$ cat config.mk
export PLATFORM = sky130hd
export DESIGN_NAME = fetch_top
export DESIGN_NICKNAME = d
export VERILOG_FILES = /design/src/source/mem_pkg.sv /design/src/source/fetch_pkg.sv /design/src/source/fetch_buffer.sv /design/src/source/fetch_pc_gen.sv /design/src/source/fetch_top.sv /design/src/source/inst_aligner.sv
export VERILOG_INCLUDE_DIRS = /design/src /design/src/source
export SDC_FILE = /design/constraint.sdc
export NUM_CORES = 1
export LEC_CHECK = 0
export BUFFER_PORTS_ARGS = -buffer_cell sky130_fd_sc_hd__buf_4
export CAP_MARGIN = 20
export CORE_UTILIZATION = 40
export CTS_CLUSTER_DIAMETER = 100
export DETAILED_ROUTE_END_ITERATION = 10
export PLACE_DENSITY_LB_ADDON = 0.3
export RECOVER_POWER = 50
export SETUP_SLACK_MARGIN = 0.1
export SLEW_MARGIN = 20
export SYNTH_ARGS = -nofsm -noshare
export SYNTH_HDL_FRONTEND = slang
export SYNTH_SLANG_ARGS = --single-unit
export TNS_END_PERCENT = 50
$ cat constraint.sdc
create_clock -name clk -period 5.6 [get_ports clk]
set_input_delay 0.56 -clock clk [delete_from_list [all_inputs] [get_ports clk]]
set_output_delay 0.56 -clock clk [all_outputs]
set_load 0.02 [all_outputs]
$ cat src/source/fetch_params.svh
`ifndef FETCH_PARAMS_SVH
`define FETCH_PARAMS_SVH

// fetch buffer depth in lines, must be a power of two.
`define FETCH_DEPTH 4
`define FETCH_PTR_W 2

// one memory line holds four 32-bit instructions.
`define LINE_BYTES 16
`define WORDS_PER_LINE 4

`define ADDR_W 32

// first fetch address after reset.
`define RESET_PC 32'h8000_0000

`endif

$ cat src/source/mem_pkg.sv
`default_nettype none

`include "fetch_params.svh"

package mem_pkg;

  // byte address of a line, low four bits are always zero.
  typedef logic [`ADDR_W-1:0] line_addr_t;

  // word 0 of the line sits in the low bits.
  typedef logic [`LINE_BYTES*8-1:0] line_data_t;

  // generation tag, flips on each redirect.
  typedef logic epoch_t;

  typedef struct packed {
    line_addr_t addr;
    epoch_t     epoch;
  } mem_req_t;

  typedef struct packed {
    line_data_t data;
    epoch_t     epoch;   // copied from the request.
  } mem_rsp_t;

endpackage

`default_nettype wire

$ cat src/source/fetch_pkg.sv
`default_nettype none

`include "fetch_params.svh"

package fetch_pkg;

  import mem_pkg::*;

  typedef logic [`ADDR_W-1:0] pc_t;

  typedef logic [31:0] inst_t;

  // index of a word within a line.
  typedef logic [$clog2(`WORDS_PER_LINE)-1:0] word_off_t;

  // one buffered line with the address it was fetched from.
  typedef struct packed {
    line_addr_t addr;
    line_data_t data;
  } fetch_entry_t;

  // what the decoder sees.
  typedef struct packed {
    pc_t   pc;
    inst_t inst;
  } fetch_inst_t;

endpackage

`default_nettype wire

$ cat src/source/fetch_buffer.sv
`timescale 1ns/1ps
`default_nettype none

`include "fetch_params.svh"

module fetch_buffer
  import mem_pkg::*;
  import fetch_pkg::*;
(
  input  logic         clk,
  input  logic         rst_n,
  input  logic         flush,
  input  logic         req_valid,
  input  line_addr_t   req_addr,
  input  logic         rsp_valid,
  input  mem_rsp_t     rsp,
  input  epoch_t       epoch,
  input  logic         pop,
  output fetch_entry_t head,
  output logic         empty,
  output logic         full
);

  localparam int PTR_W   = `FETCH_PTR_W;
  localparam int STALE_W = `FETCH_PTR_W + 4;

  typedef logic [PTR_W:0] ptr_t;   // msb is the wrap bit.

  fetch_entry_t       line_q [`FETCH_DEPTH];
  line_addr_t         addr_q [`FETCH_DEPTH];
  ptr_t               wptr;
  ptr_t               rptr;
  ptr_t               aq_wptr;
  ptr_t               aq_rptr;
  ptr_t               aq_count;
  logic [STALE_W-1:0] stale_cnt;
  logic               rsp_stale;
  logic               rsp_take;

  // requests of the current epoch still waiting for their line.
  assign aq_count = aq_wptr - aq_rptr;

  // two quick redirects bring the epoch bit back to an old value,
  // so responses left over from before a flush are also counted out.
  assign rsp_stale = (stale_cnt != '0) || (rsp.epoch != epoch);
  assign rsp_take  = rsp_valid && !rsp_stale;

  assign empty = (rptr == wptr);
  assign full  = (rptr == {~wptr[PTR_W], wptr[PTR_W-1:0]});
  assign head  = line_q[rptr[PTR_W-1:0]];

  always_ff @(posedge clk) begin
    if (!rst_n) begin
      wptr      <= '0;
      rptr      <= '0;
      aq_wptr   <= '0;
      aq_rptr   <= '0;
      stale_cnt <= '0;
    end else if (flush) begin
      wptr      <= '0;
      rptr      <= '0;
      aq_wptr   <= '0;
      aq_rptr   <= '0;
      // everything still in flight now belongs to an old epoch.
      stale_cnt <= stale_cnt + STALE_W'(aq_count) + STALE_W'(req_valid)
                   - STALE_W'(rsp_valid);
    end else begin
      if (req_valid) begin
        aq_wptr <= aq_wptr + 1'b1;
      end
      if (rsp_take) begin
        aq_rptr <= aq_rptr + 1'b1;
        wptr    <= wptr + 1'b1;
      end
      if (pop && !empty) begin
        rptr <= rptr + 1'b1;
      end
      if (rsp_valid && stale_cnt != '0) begin
        stale_cnt <= stale_cnt - 1'b1;   // dropped without a trace.
      end
    end
  end

  // storage, no reset.
  always_ff @(posedge clk) begin
    if (req_valid) begin
      addr_q[aq_wptr[PTR_W-1:0]] <= req_addr;
    end
    if (rsp_take) begin
      line_q[wptr[PTR_W-1:0]].addr <= addr_q[aq_rptr[PTR_W-1:0]];
      line_q[wptr[PTR_W-1:0]].data <= rsp.data;
    end
  end

endmodule

`default_nettype wire

$ cat src/source/fetch_pc_gen.sv
`timescale 1ns/1ps
`default_nettype none

`include "fetch_params.svh"

module fetch_pc_gen
  import mem_pkg::*;
  import fetch_pkg::*;
(
  input  logic     clk,
  input  logic     rst_n,
  input  logic     redirect_valid,
  input  pc_t      redirect_pc,
  input  logic     pop,
  output logic     mem_req_valid,
  output mem_req_t mem_req,
  output epoch_t   epoch
);

  localparam int CREDIT_W = `FETCH_PTR_W + 1;

  line_addr_t          next_addr;
  line_addr_t          redirect_line;
  logic [CREDIT_W-1:0] credits;
  logic                can_issue;

  assign redirect_line = line_addr_t'(redirect_pc & ~pc_t'(`LINE_BYTES - 1));

  // a free credit means a free buffer slot for the response.
  assign can_issue = (credits != '0);

  always_ff @(posedge clk) begin
    if (!rst_n) begin
      next_addr     <= `RESET_PC;
      credits       <= CREDIT_W'(`FETCH_DEPTH);
      epoch         <= 1'b0;
      mem_req_valid <= 1'b0;
    end else if (redirect_valid) begin
      // restart at the target line, all older lines are dropped.
      next_addr     <= redirect_line + line_addr_t'(`LINE_BYTES);
      credits       <= CREDIT_W'(`FETCH_DEPTH - 1);
      epoch         <= ~epoch;
      mem_req_valid <= 1'b1;
    end else begin
      mem_req_valid <= can_issue;
      if (can_issue) begin
        next_addr <= next_addr + line_addr_t'(`LINE_BYTES);
      end
      credits <= credits + CREDIT_W'(pop) - CREDIT_W'(can_issue);
    end
  end

  // request payload.
  always_ff @(posedge clk) begin
    if (redirect_valid) begin
      mem_req.addr  <= redirect_line;
      mem_req.epoch <= ~epoch;   // the epoch that starts at this edge.
    end else if (can_issue) begin
      mem_req.addr  <= next_addr;
      mem_req.epoch <= epoch;
    end
  end

endmodule

`default_nettype wire

$ cat src/source/fetch_top.sv
`timescale 1ns/1ps
`default_nettype none

`include "fetch_params.svh"

module fetch_top
  import mem_pkg::*;
  import fetch_pkg::*;
(
  input  logic        clk,
  input  logic        rst_n,
  input  logic        redirect_valid,
  input  pc_t         redirect_pc,
  input  logic        mem_rsp_valid,
  input  mem_rsp_t    mem_rsp,
  input  logic        inst_ready,
  output logic        mem_req_valid,
  output mem_req_t    mem_req,
  output logic        inst_valid,
  output fetch_inst_t inst_out
);

  epoch_t       epoch;
  fetch_entry_t head;
  logic         empty;
  logic         full;   // watched by the bound checker.
  logic         pop;

  fetch_pc_gen u_pc_gen (
    .clk            (clk),
    .rst_n          (rst_n),
    .redirect_valid (redirect_valid),
    .redirect_pc    (redirect_pc),
    .pop            (pop),
    .mem_req_valid  (mem_req_valid),
    .mem_req        (mem_req),
    .epoch          (epoch)
  );

  // the request strobe also feeds the buffer's address queue.
  fetch_buffer u_buffer (
    .clk       (clk),
    .rst_n     (rst_n),
    .flush     (redirect_valid),
    .req_valid (mem_req_valid),
    .req_addr  (mem_req.addr),
    .rsp_valid (mem_rsp_valid),
    .rsp       (mem_rsp),
    .epoch     (epoch),
    .pop       (pop),
    .head      (head),
    .empty     (empty),
    .full      (full)
  );

  inst_aligner u_aligner (
    .clk            (clk),
    .rst_n          (rst_n),
    .redirect_valid (redirect_valid),
    .redirect_pc    (redirect_pc),
    .head           (head),
    .empty          (empty),
    .inst_ready     (inst_ready),
    .pop            (pop),
    .inst_valid     (inst_valid),
    .inst_out       (inst_out)
  );

endmodule

`default_nettype wire

$ cat src/source/inst_aligner.sv
`timescale 1ns/1ps
`default_nettype none

module inst_aligner
  import mem_pkg::*;
  import fetch_pkg::*;
(
  input  logic         clk,
  input  logic         rst_n,
  input  logic         redirect_valid,
  input  pc_t          redirect_pc,
  input  fetch_entry_t head,
  input  logic         empty,
  input  logic         inst_ready,
  output logic         pop,
  output logic         inst_valid,
  output fetch_inst_t  inst_out
);

  localparam int INST_W = $bits(inst_t);

  word_off_t offset;
  word_off_t redirect_off;
  logic      accept;
  logic      last_word;

  assign redirect_off = redirect_pc[$bits(word_off_t)+1:2];

  // the head line stays put until its last word is taken, so the
  // output holds by itself while the decoder stalls.
  assign inst_valid = !empty;
  assign accept     = inst_valid && inst_ready;
  assign last_word  = &offset;
  assign pop        = accept && last_word;

  assign inst_out.pc   = pc_t'(head.addr) | pc_t'({offset, 2'b00});
  assign inst_out.inst = head.data[offset*INST_W +: INST_W];

  always_ff @(posedge clk) begin
    if (!rst_n) begin
      offset <= '0;
    end else if (redirect_valid) begin
      offset <= redirect_off;   // first line may start mid-line.
    end else if (accept) begin
      offset <= last_word ? '0 : offset + 1'b1;
    end
  end

endmodule

`default_nettype wire

# Yosys cells after proc, flatten, opt, wreduce, memory -nomap -nowiden
# Memories as Yosys holds them, arrays and structs flattened. A register that Yosys moved wholly into a read port is not among the register bits.
# Cells that the tools add are included.
dict set report word_totals {
  mem_count 2
  reg_bits 90
  elab_cells 69
  output_inout_bits 99
  ramBits 768
}
dict set report op_classes {
  n_eq_ne 2
  n_reduce_logical 15
  n_shift 1
  mux 19
  n_addsub 14
  n_bitwise 3
}
# name words width rd rd_clocked_by_memory_dff write_ports line
set mem_list {}
lappend mem_list {u_buffer.line_q 4 160 1 1 1 fetch_buffer.sv:29} ;# fetch_entry_t line_q [`FETCH_DEPTH];
lappend mem_list {u_buffer.addr_q 4 32 1 1 1 fetch_buffer.sv:30} ;# line_addr_t addr_q [`FETCH_DEPTH];
# cell n
set ops {}
lappend ops {{variable part select 128 x 8 -> 32 bit} 1}
lappend ops {{2-to-1 mux 33 bit} 2}
lappend ops {{adder 32 x 5 -> 32 bit, second input constant} 2}
lappend ops {{2-to-1 mux 32 bit} 2}
lappend ops {{OR 32 x 4 -> 32 bit} 1}
lappend ops {{2-to-1 mux 2 bit} 7}
lappend ops {{adder 3 x 1 -> 3 bit, second input constant} 4}
lappend ops {{2-to-1 mux 6 bit} 2}
lappend ops {{adder 6 x 1 -> 6 bit} 1}
lappend ops {{adder 6 x 3 -> 6 bit} 1}
lappend ops {{nonzero test 2 bit} 3}
lappend ops {{nonzero test 6 bit} 1}
lappend ops {{subtractor 6 x 1 -> 6 bit} 1}
lappend ops {{subtractor 6 x 1 -> 6 bit, second input constant} 1}
lappend ops {{logical AND 1 bit} 5}
lappend ops {{2-to-1 mux 1 bit} 5}
lappend ops {{adder 3 x 1 -> 3 bit} 1}
lappend ops {{== test 3 bit} 1}
lappend ops {{2-to-1 mux 3 bit} 1}
lappend ops {{nonzero test 3 bit} 1}
lappend ops {{subtractor 3 x 1 -> 3 bit} 1}
lappend ops {{subtractor 3 bit} 1}
lappend ops {{adder 2 x 1 -> 2 bit, second input constant} 1}
lappend ops {{logical NOT 1 bit} 2}
lappend ops {{5 further kinds} 6}

# Longest topological paths before layout
dict set report logic_depth {
  word_depth 7
  ltp_mapped 14
  ltp_nobuf 14
}

# Hierarchy
# Synthesis repeated with hierarchy kept, for this count alone.
dict set report unflattened {
  hier_cells 1582
  area_unflattened_um2 33738.6
}
# module cells_per_inst seq_area_each_um2 area_per_inst_um2 instances
set modules_own_cells {}
lappend modules_own_cells {fetch_buffer 1167 23502.5 29161.7 1}
lappend modules_own_cells {fetch_pc_gen 329 1531.5 3400.8 1}
lappend modules_own_cells {inst_aligner 86 40.0 1176.1 1}

# Worst setup path after synthesis
# No wires, ideal clock.
dict set report synth_timing {
  path_kind {flip-flop to flip-flop}
  start {register u_buffer.stale_cnt[4]}
  end {memory u_buffer.line_q[3][0] in the netlist's numbering, enable pin}
  setup_time_ns 0.536
  path_slack_ns 0.069
  synth_period_minus_slack_ns 5.531
  arrival_ns 4.995
  t_required_ns 5.064
  path_stages_with_launch 7
  cell_sequence {dfxtp_1 -> inv_1 -> ha_1 -> nor4bb_1 -> and3_1 -> clkbuf_1 -> and2_1}
}
dict set report synth_via {
  elab_chain_len 6
}
# item line
set synth_rtl {}
lappend synth_rtl {{start, declared} fetch_buffer.sv:36} ;# logic [STALE_W-1:0] stale_cnt;
lappend synth_rtl {{start signal, assigned} fetch_buffer.sv:65} ;# stale_cnt <= stale_cnt + STALE_W'(aq_count) + STALE_W'(req_valid)
lappend synth_rtl {{start signal, assigned} fetch_buffer.sv:79} ;# stale_cnt <= stale_cnt - 1'b1;
lappend synth_rtl {{nonzero test 6 bit} fetch_buffer.sv:45} ;# assign rsp_stale = (stale_cnt != '0) || (rsp.epoch != epoch);
lappend synth_rtl {{logical OR 1 bit} fetch_buffer.sv:45}
lappend synth_rtl {{logical NOT 1 bit} fetch_buffer.sv:46} ;# assign rsp_take = rsp_valid && !rsp_stale;
lappend synth_rtl {{logical AND 1 bit} fetch_buffer.sv:46}
lappend synth_rtl {{2-to-1 mux 1 bit} fetch_buffer.sv:89} ;# if (rsp_take) begin
lappend synth_rtl {{2-to-1 mux 1 bit (implied by the code)} fetch_buffer.sv:91} ;# line_q[wptr[PTR_W-1:0]].data <= rsp.data;
lappend synth_rtl {{end, declared} fetch_buffer.sv:29}
# Every way passes these cells.

==> out/metrics.yaml <==
status: "finished, violations left"
violations: "capacitance limit, slew limit"
cp.arrival_ps: 3200
grt-busiest-layer: "met2"
synth.distinct_cells: 57
cap_violations: 6
clock-root-buffer: "clkbuf_16"
syn_to_final_growth_pct: 17.5
setup_viol: 0
worst_pin_slew_ps: 2280
max_freq_mhz: 266
hp-class: "input port to register"
skew_ps: 37.4
dp_cells: 2746
wl_per_cell_um: 22.4
crit_chain: "buf_4, mux4_2, mux4_2, buf_4"
ioPinCount: 265
relSlewSlack_pct: -51.7
place.gp.congestion: 0.842
fill_cells: 6648
period_needed_ps: 3760
cts_hold_buf: 0
nets: 1982
rr_worst_depth: 8
grtUsageMet3_pct: 4.56
global_route.usage.met1_pct: 21.4
path_clk_slew_ps: 60
clk-insertion-delay-late_ps: 650
syn-cell-area_um2: 32000
synth_common_cells: "edfxtp_1, mux4_2, dfxtp_1"
p_leak_uw: 0.0121
yosysTopAreaCell: "edfxtp_1"
dp_hpwl_um: 39800
ir_drop_mv: 0.243
cp-start-kind: "register"
core-area_um2: 79100
cts_htree_levels: 3
fin_crit_sh_pct: 67.1
ant_nets: 0
holdPathStages: 1
utilization_pct: 47.6
critical_path_class: "register to output pin"
maxSlewViolCount: 182
cts_buffers: 88
via_per_inst: 5.19
die_height_um: 285
max_stage_delay_ps: 700
p_per_area_nw_per_um2: 373
async_flop_share_pct: 0
hold_violations: 0
drc_errors: 0
synth_flop_cell: "edfxtp_1"
r2r_slack_ps: 2220
vias: 15100
grt_max_degree: 101
grt_overflow: 0
crit_path_end_kind: "output pin"
cts_setup_buffers: 0
min_to: "u_buffer.line_q[0][64]$_DFFE_PP_"
synth_edf_count: 765
reg2reg_from: "u_pc_gen.credits[1]$_SDFF_PN0_"
die_area_um2: 81200
num_rows: 103
drt_iter0_drc: 1040
regArea_um2: 24100
hp-start: "mem_rsp[65]"
ys.warnings.count: 0
grt_first_pass_wirelength_um: 99700
met2_usage_pct: 26.6
yosys.area.top_type_share_pct: 71.7
clock_sinks: 822
critical-path-top-delay-family: "multiplexers"
cts_resized: 0
dr.pass1.iters: 7
io_buffer_count: 256
crit_path_max_fanout: 26
rsz0062_at_grt: "false"
yosys_register_bits: 822
setup_tns_ps: 0
stdcell_count: 2913
antenna_found_initial: 10
multiInputGateArea_um2: 7440
syn_avg_cell_area_um2: 21.5
required_ps: 5040
initial_core_util_pct: 40.5
timing.rr.end: "u_pc_gen.next_addr[28]$_SDFFE_PN0P_"
yosysMostFrequentCell: "edfxtp_1"
path_buf_inv: 2
clk_path_buf_depth: 3
first_global_vias: 16200
die_w_um: 285
grtUsageTotal_pct: 16.3
synth_area_leaders: "edfxtp_1, mux4_2, dfxtp_1, ha_1, xnor2_1"
layout-drive-gt1-share_pct: 27.4
ys_seq_area_share_pct: 75.3
cts_tree: "built"
slowest_stage: "dfxtp_4"
syn_inst: 1491
whs_ps: 158
wl_um: 65400
[cell families (layout without fill, tap and decap cells)]
family                   count (synthesis)  after routing  synth area share, %
other                                    1             10               0.0117
multiplexers                           249            249                 16.3
AND/OR/NAND/NOR                        172            172                 3.01
AO/OA/AOI/OAI                           63             63                 1.48
flip-flops                             822            822                 75.3
buffers and inverters                  115            478                 1.61
XOR/XNOR                                39             39                 1.07
adder cells (fa/ha/maj)                 30             30                 1.27
[power breakdown]
group,leakage [uW],switching (uW),internal [uW]
logic,0.00319,654,507
registers,0.00745,127,7030
clock network,0.00143,2360,3380
[state kept, by name, summed over array words and instances, names as in the netlist, named ones only]
signal	flops
u_pc_gen.credits	3
u_buffer.addr_q	112
u_buffer.aq_rptr	3
u_pc_gen.mem_req	29
u_pc_gen.epoch	1
u_buffer.line_q	624
u_buffer.stale_cnt	6
u_pc_gen.mem_req_valid	1
u_buffer.aq_wptr	3
u_buffer.wptr	3
u_pc_gen.next_addr	28
u_buffer.rptr	3
u_aligner.offset	2
[area by class of cell]
| cell class | count | share of cell area (%) |
|---|---|---|
| Sequential cell | 822 | 64.1 |
| Multi-Input combinational cell | 559 | 19.8 |
| Clock buffer | 109 | 6.14 |
| Timing Repair Buffer | 276 | 4.53 |
| Tap cell | 1050 | 3.49 |
| Clock inverter | 54 | 1.61 |
| Inverter | 39 | 0.389 |
| Antenna cell | 4 | 0.0266 |
[per-stage QoR]
stage | cell area [um^2] | setup slack, ps | power (uW)
after floorplan | 32100 | 101 | 8020
after CTS | 38200 | 1660 | 14300
after global routing | 37700 | 1590 | 14600
final | 37700 | 1840 | 14100
after detailed placement | 35200 | 2360 | 8510
after global placement | 35200 | 2350 | 8460
[cells in the final DEF (no fill, tap or decap), drive strengths merged, types with 4 or more instances in the layout]
cell type	instances
a211oi	4
a21oi	16
and2	13
and3	4
buf	145
bufinv	9
clkbuf	240
clkinv	44
conb	6
dfxtp	57
diode	4
edfxtp	765
fa	4
ha	26
inv	40
mux2	21
mux2i	12
mux4	216
nand2	32
nand3	45
nand3b	7
nand4	15
nand4b	5
nor2	30
o2111ai	6
o21ai	15
or3	6
xnor2	27
xor2	12
[routing by layer]
metal / share of wire [%] / up-vias
met5: 0.14 / -
met4: 1.9 / 12
met3: 6.9 / 99
met2: 49 / 369
met1: 42 / 7864
li1: - / 6763
[worst max-delay path by stage]
stage                                            start                         endpoint  slack [ps]  depth (start not counted)
detailed placement                            register                     inst_out[15]        2360                          4
global placement                              register                     inst_out[15]        2350                          4
finish                                        register                     inst_out[30]        1840                          4
floorplan           u_buffer.stale_cnt[4]$_SDFFE_PN0P_  u_buffer.line_q[1][0]$_DFFE_PP_         100                          6
global route                                  register                     inst_out[30]        1590                          4
CTS                                           register                     inst_out[15]        1660                          4
No activity file was read; power rests on OpenSTA's default activity.
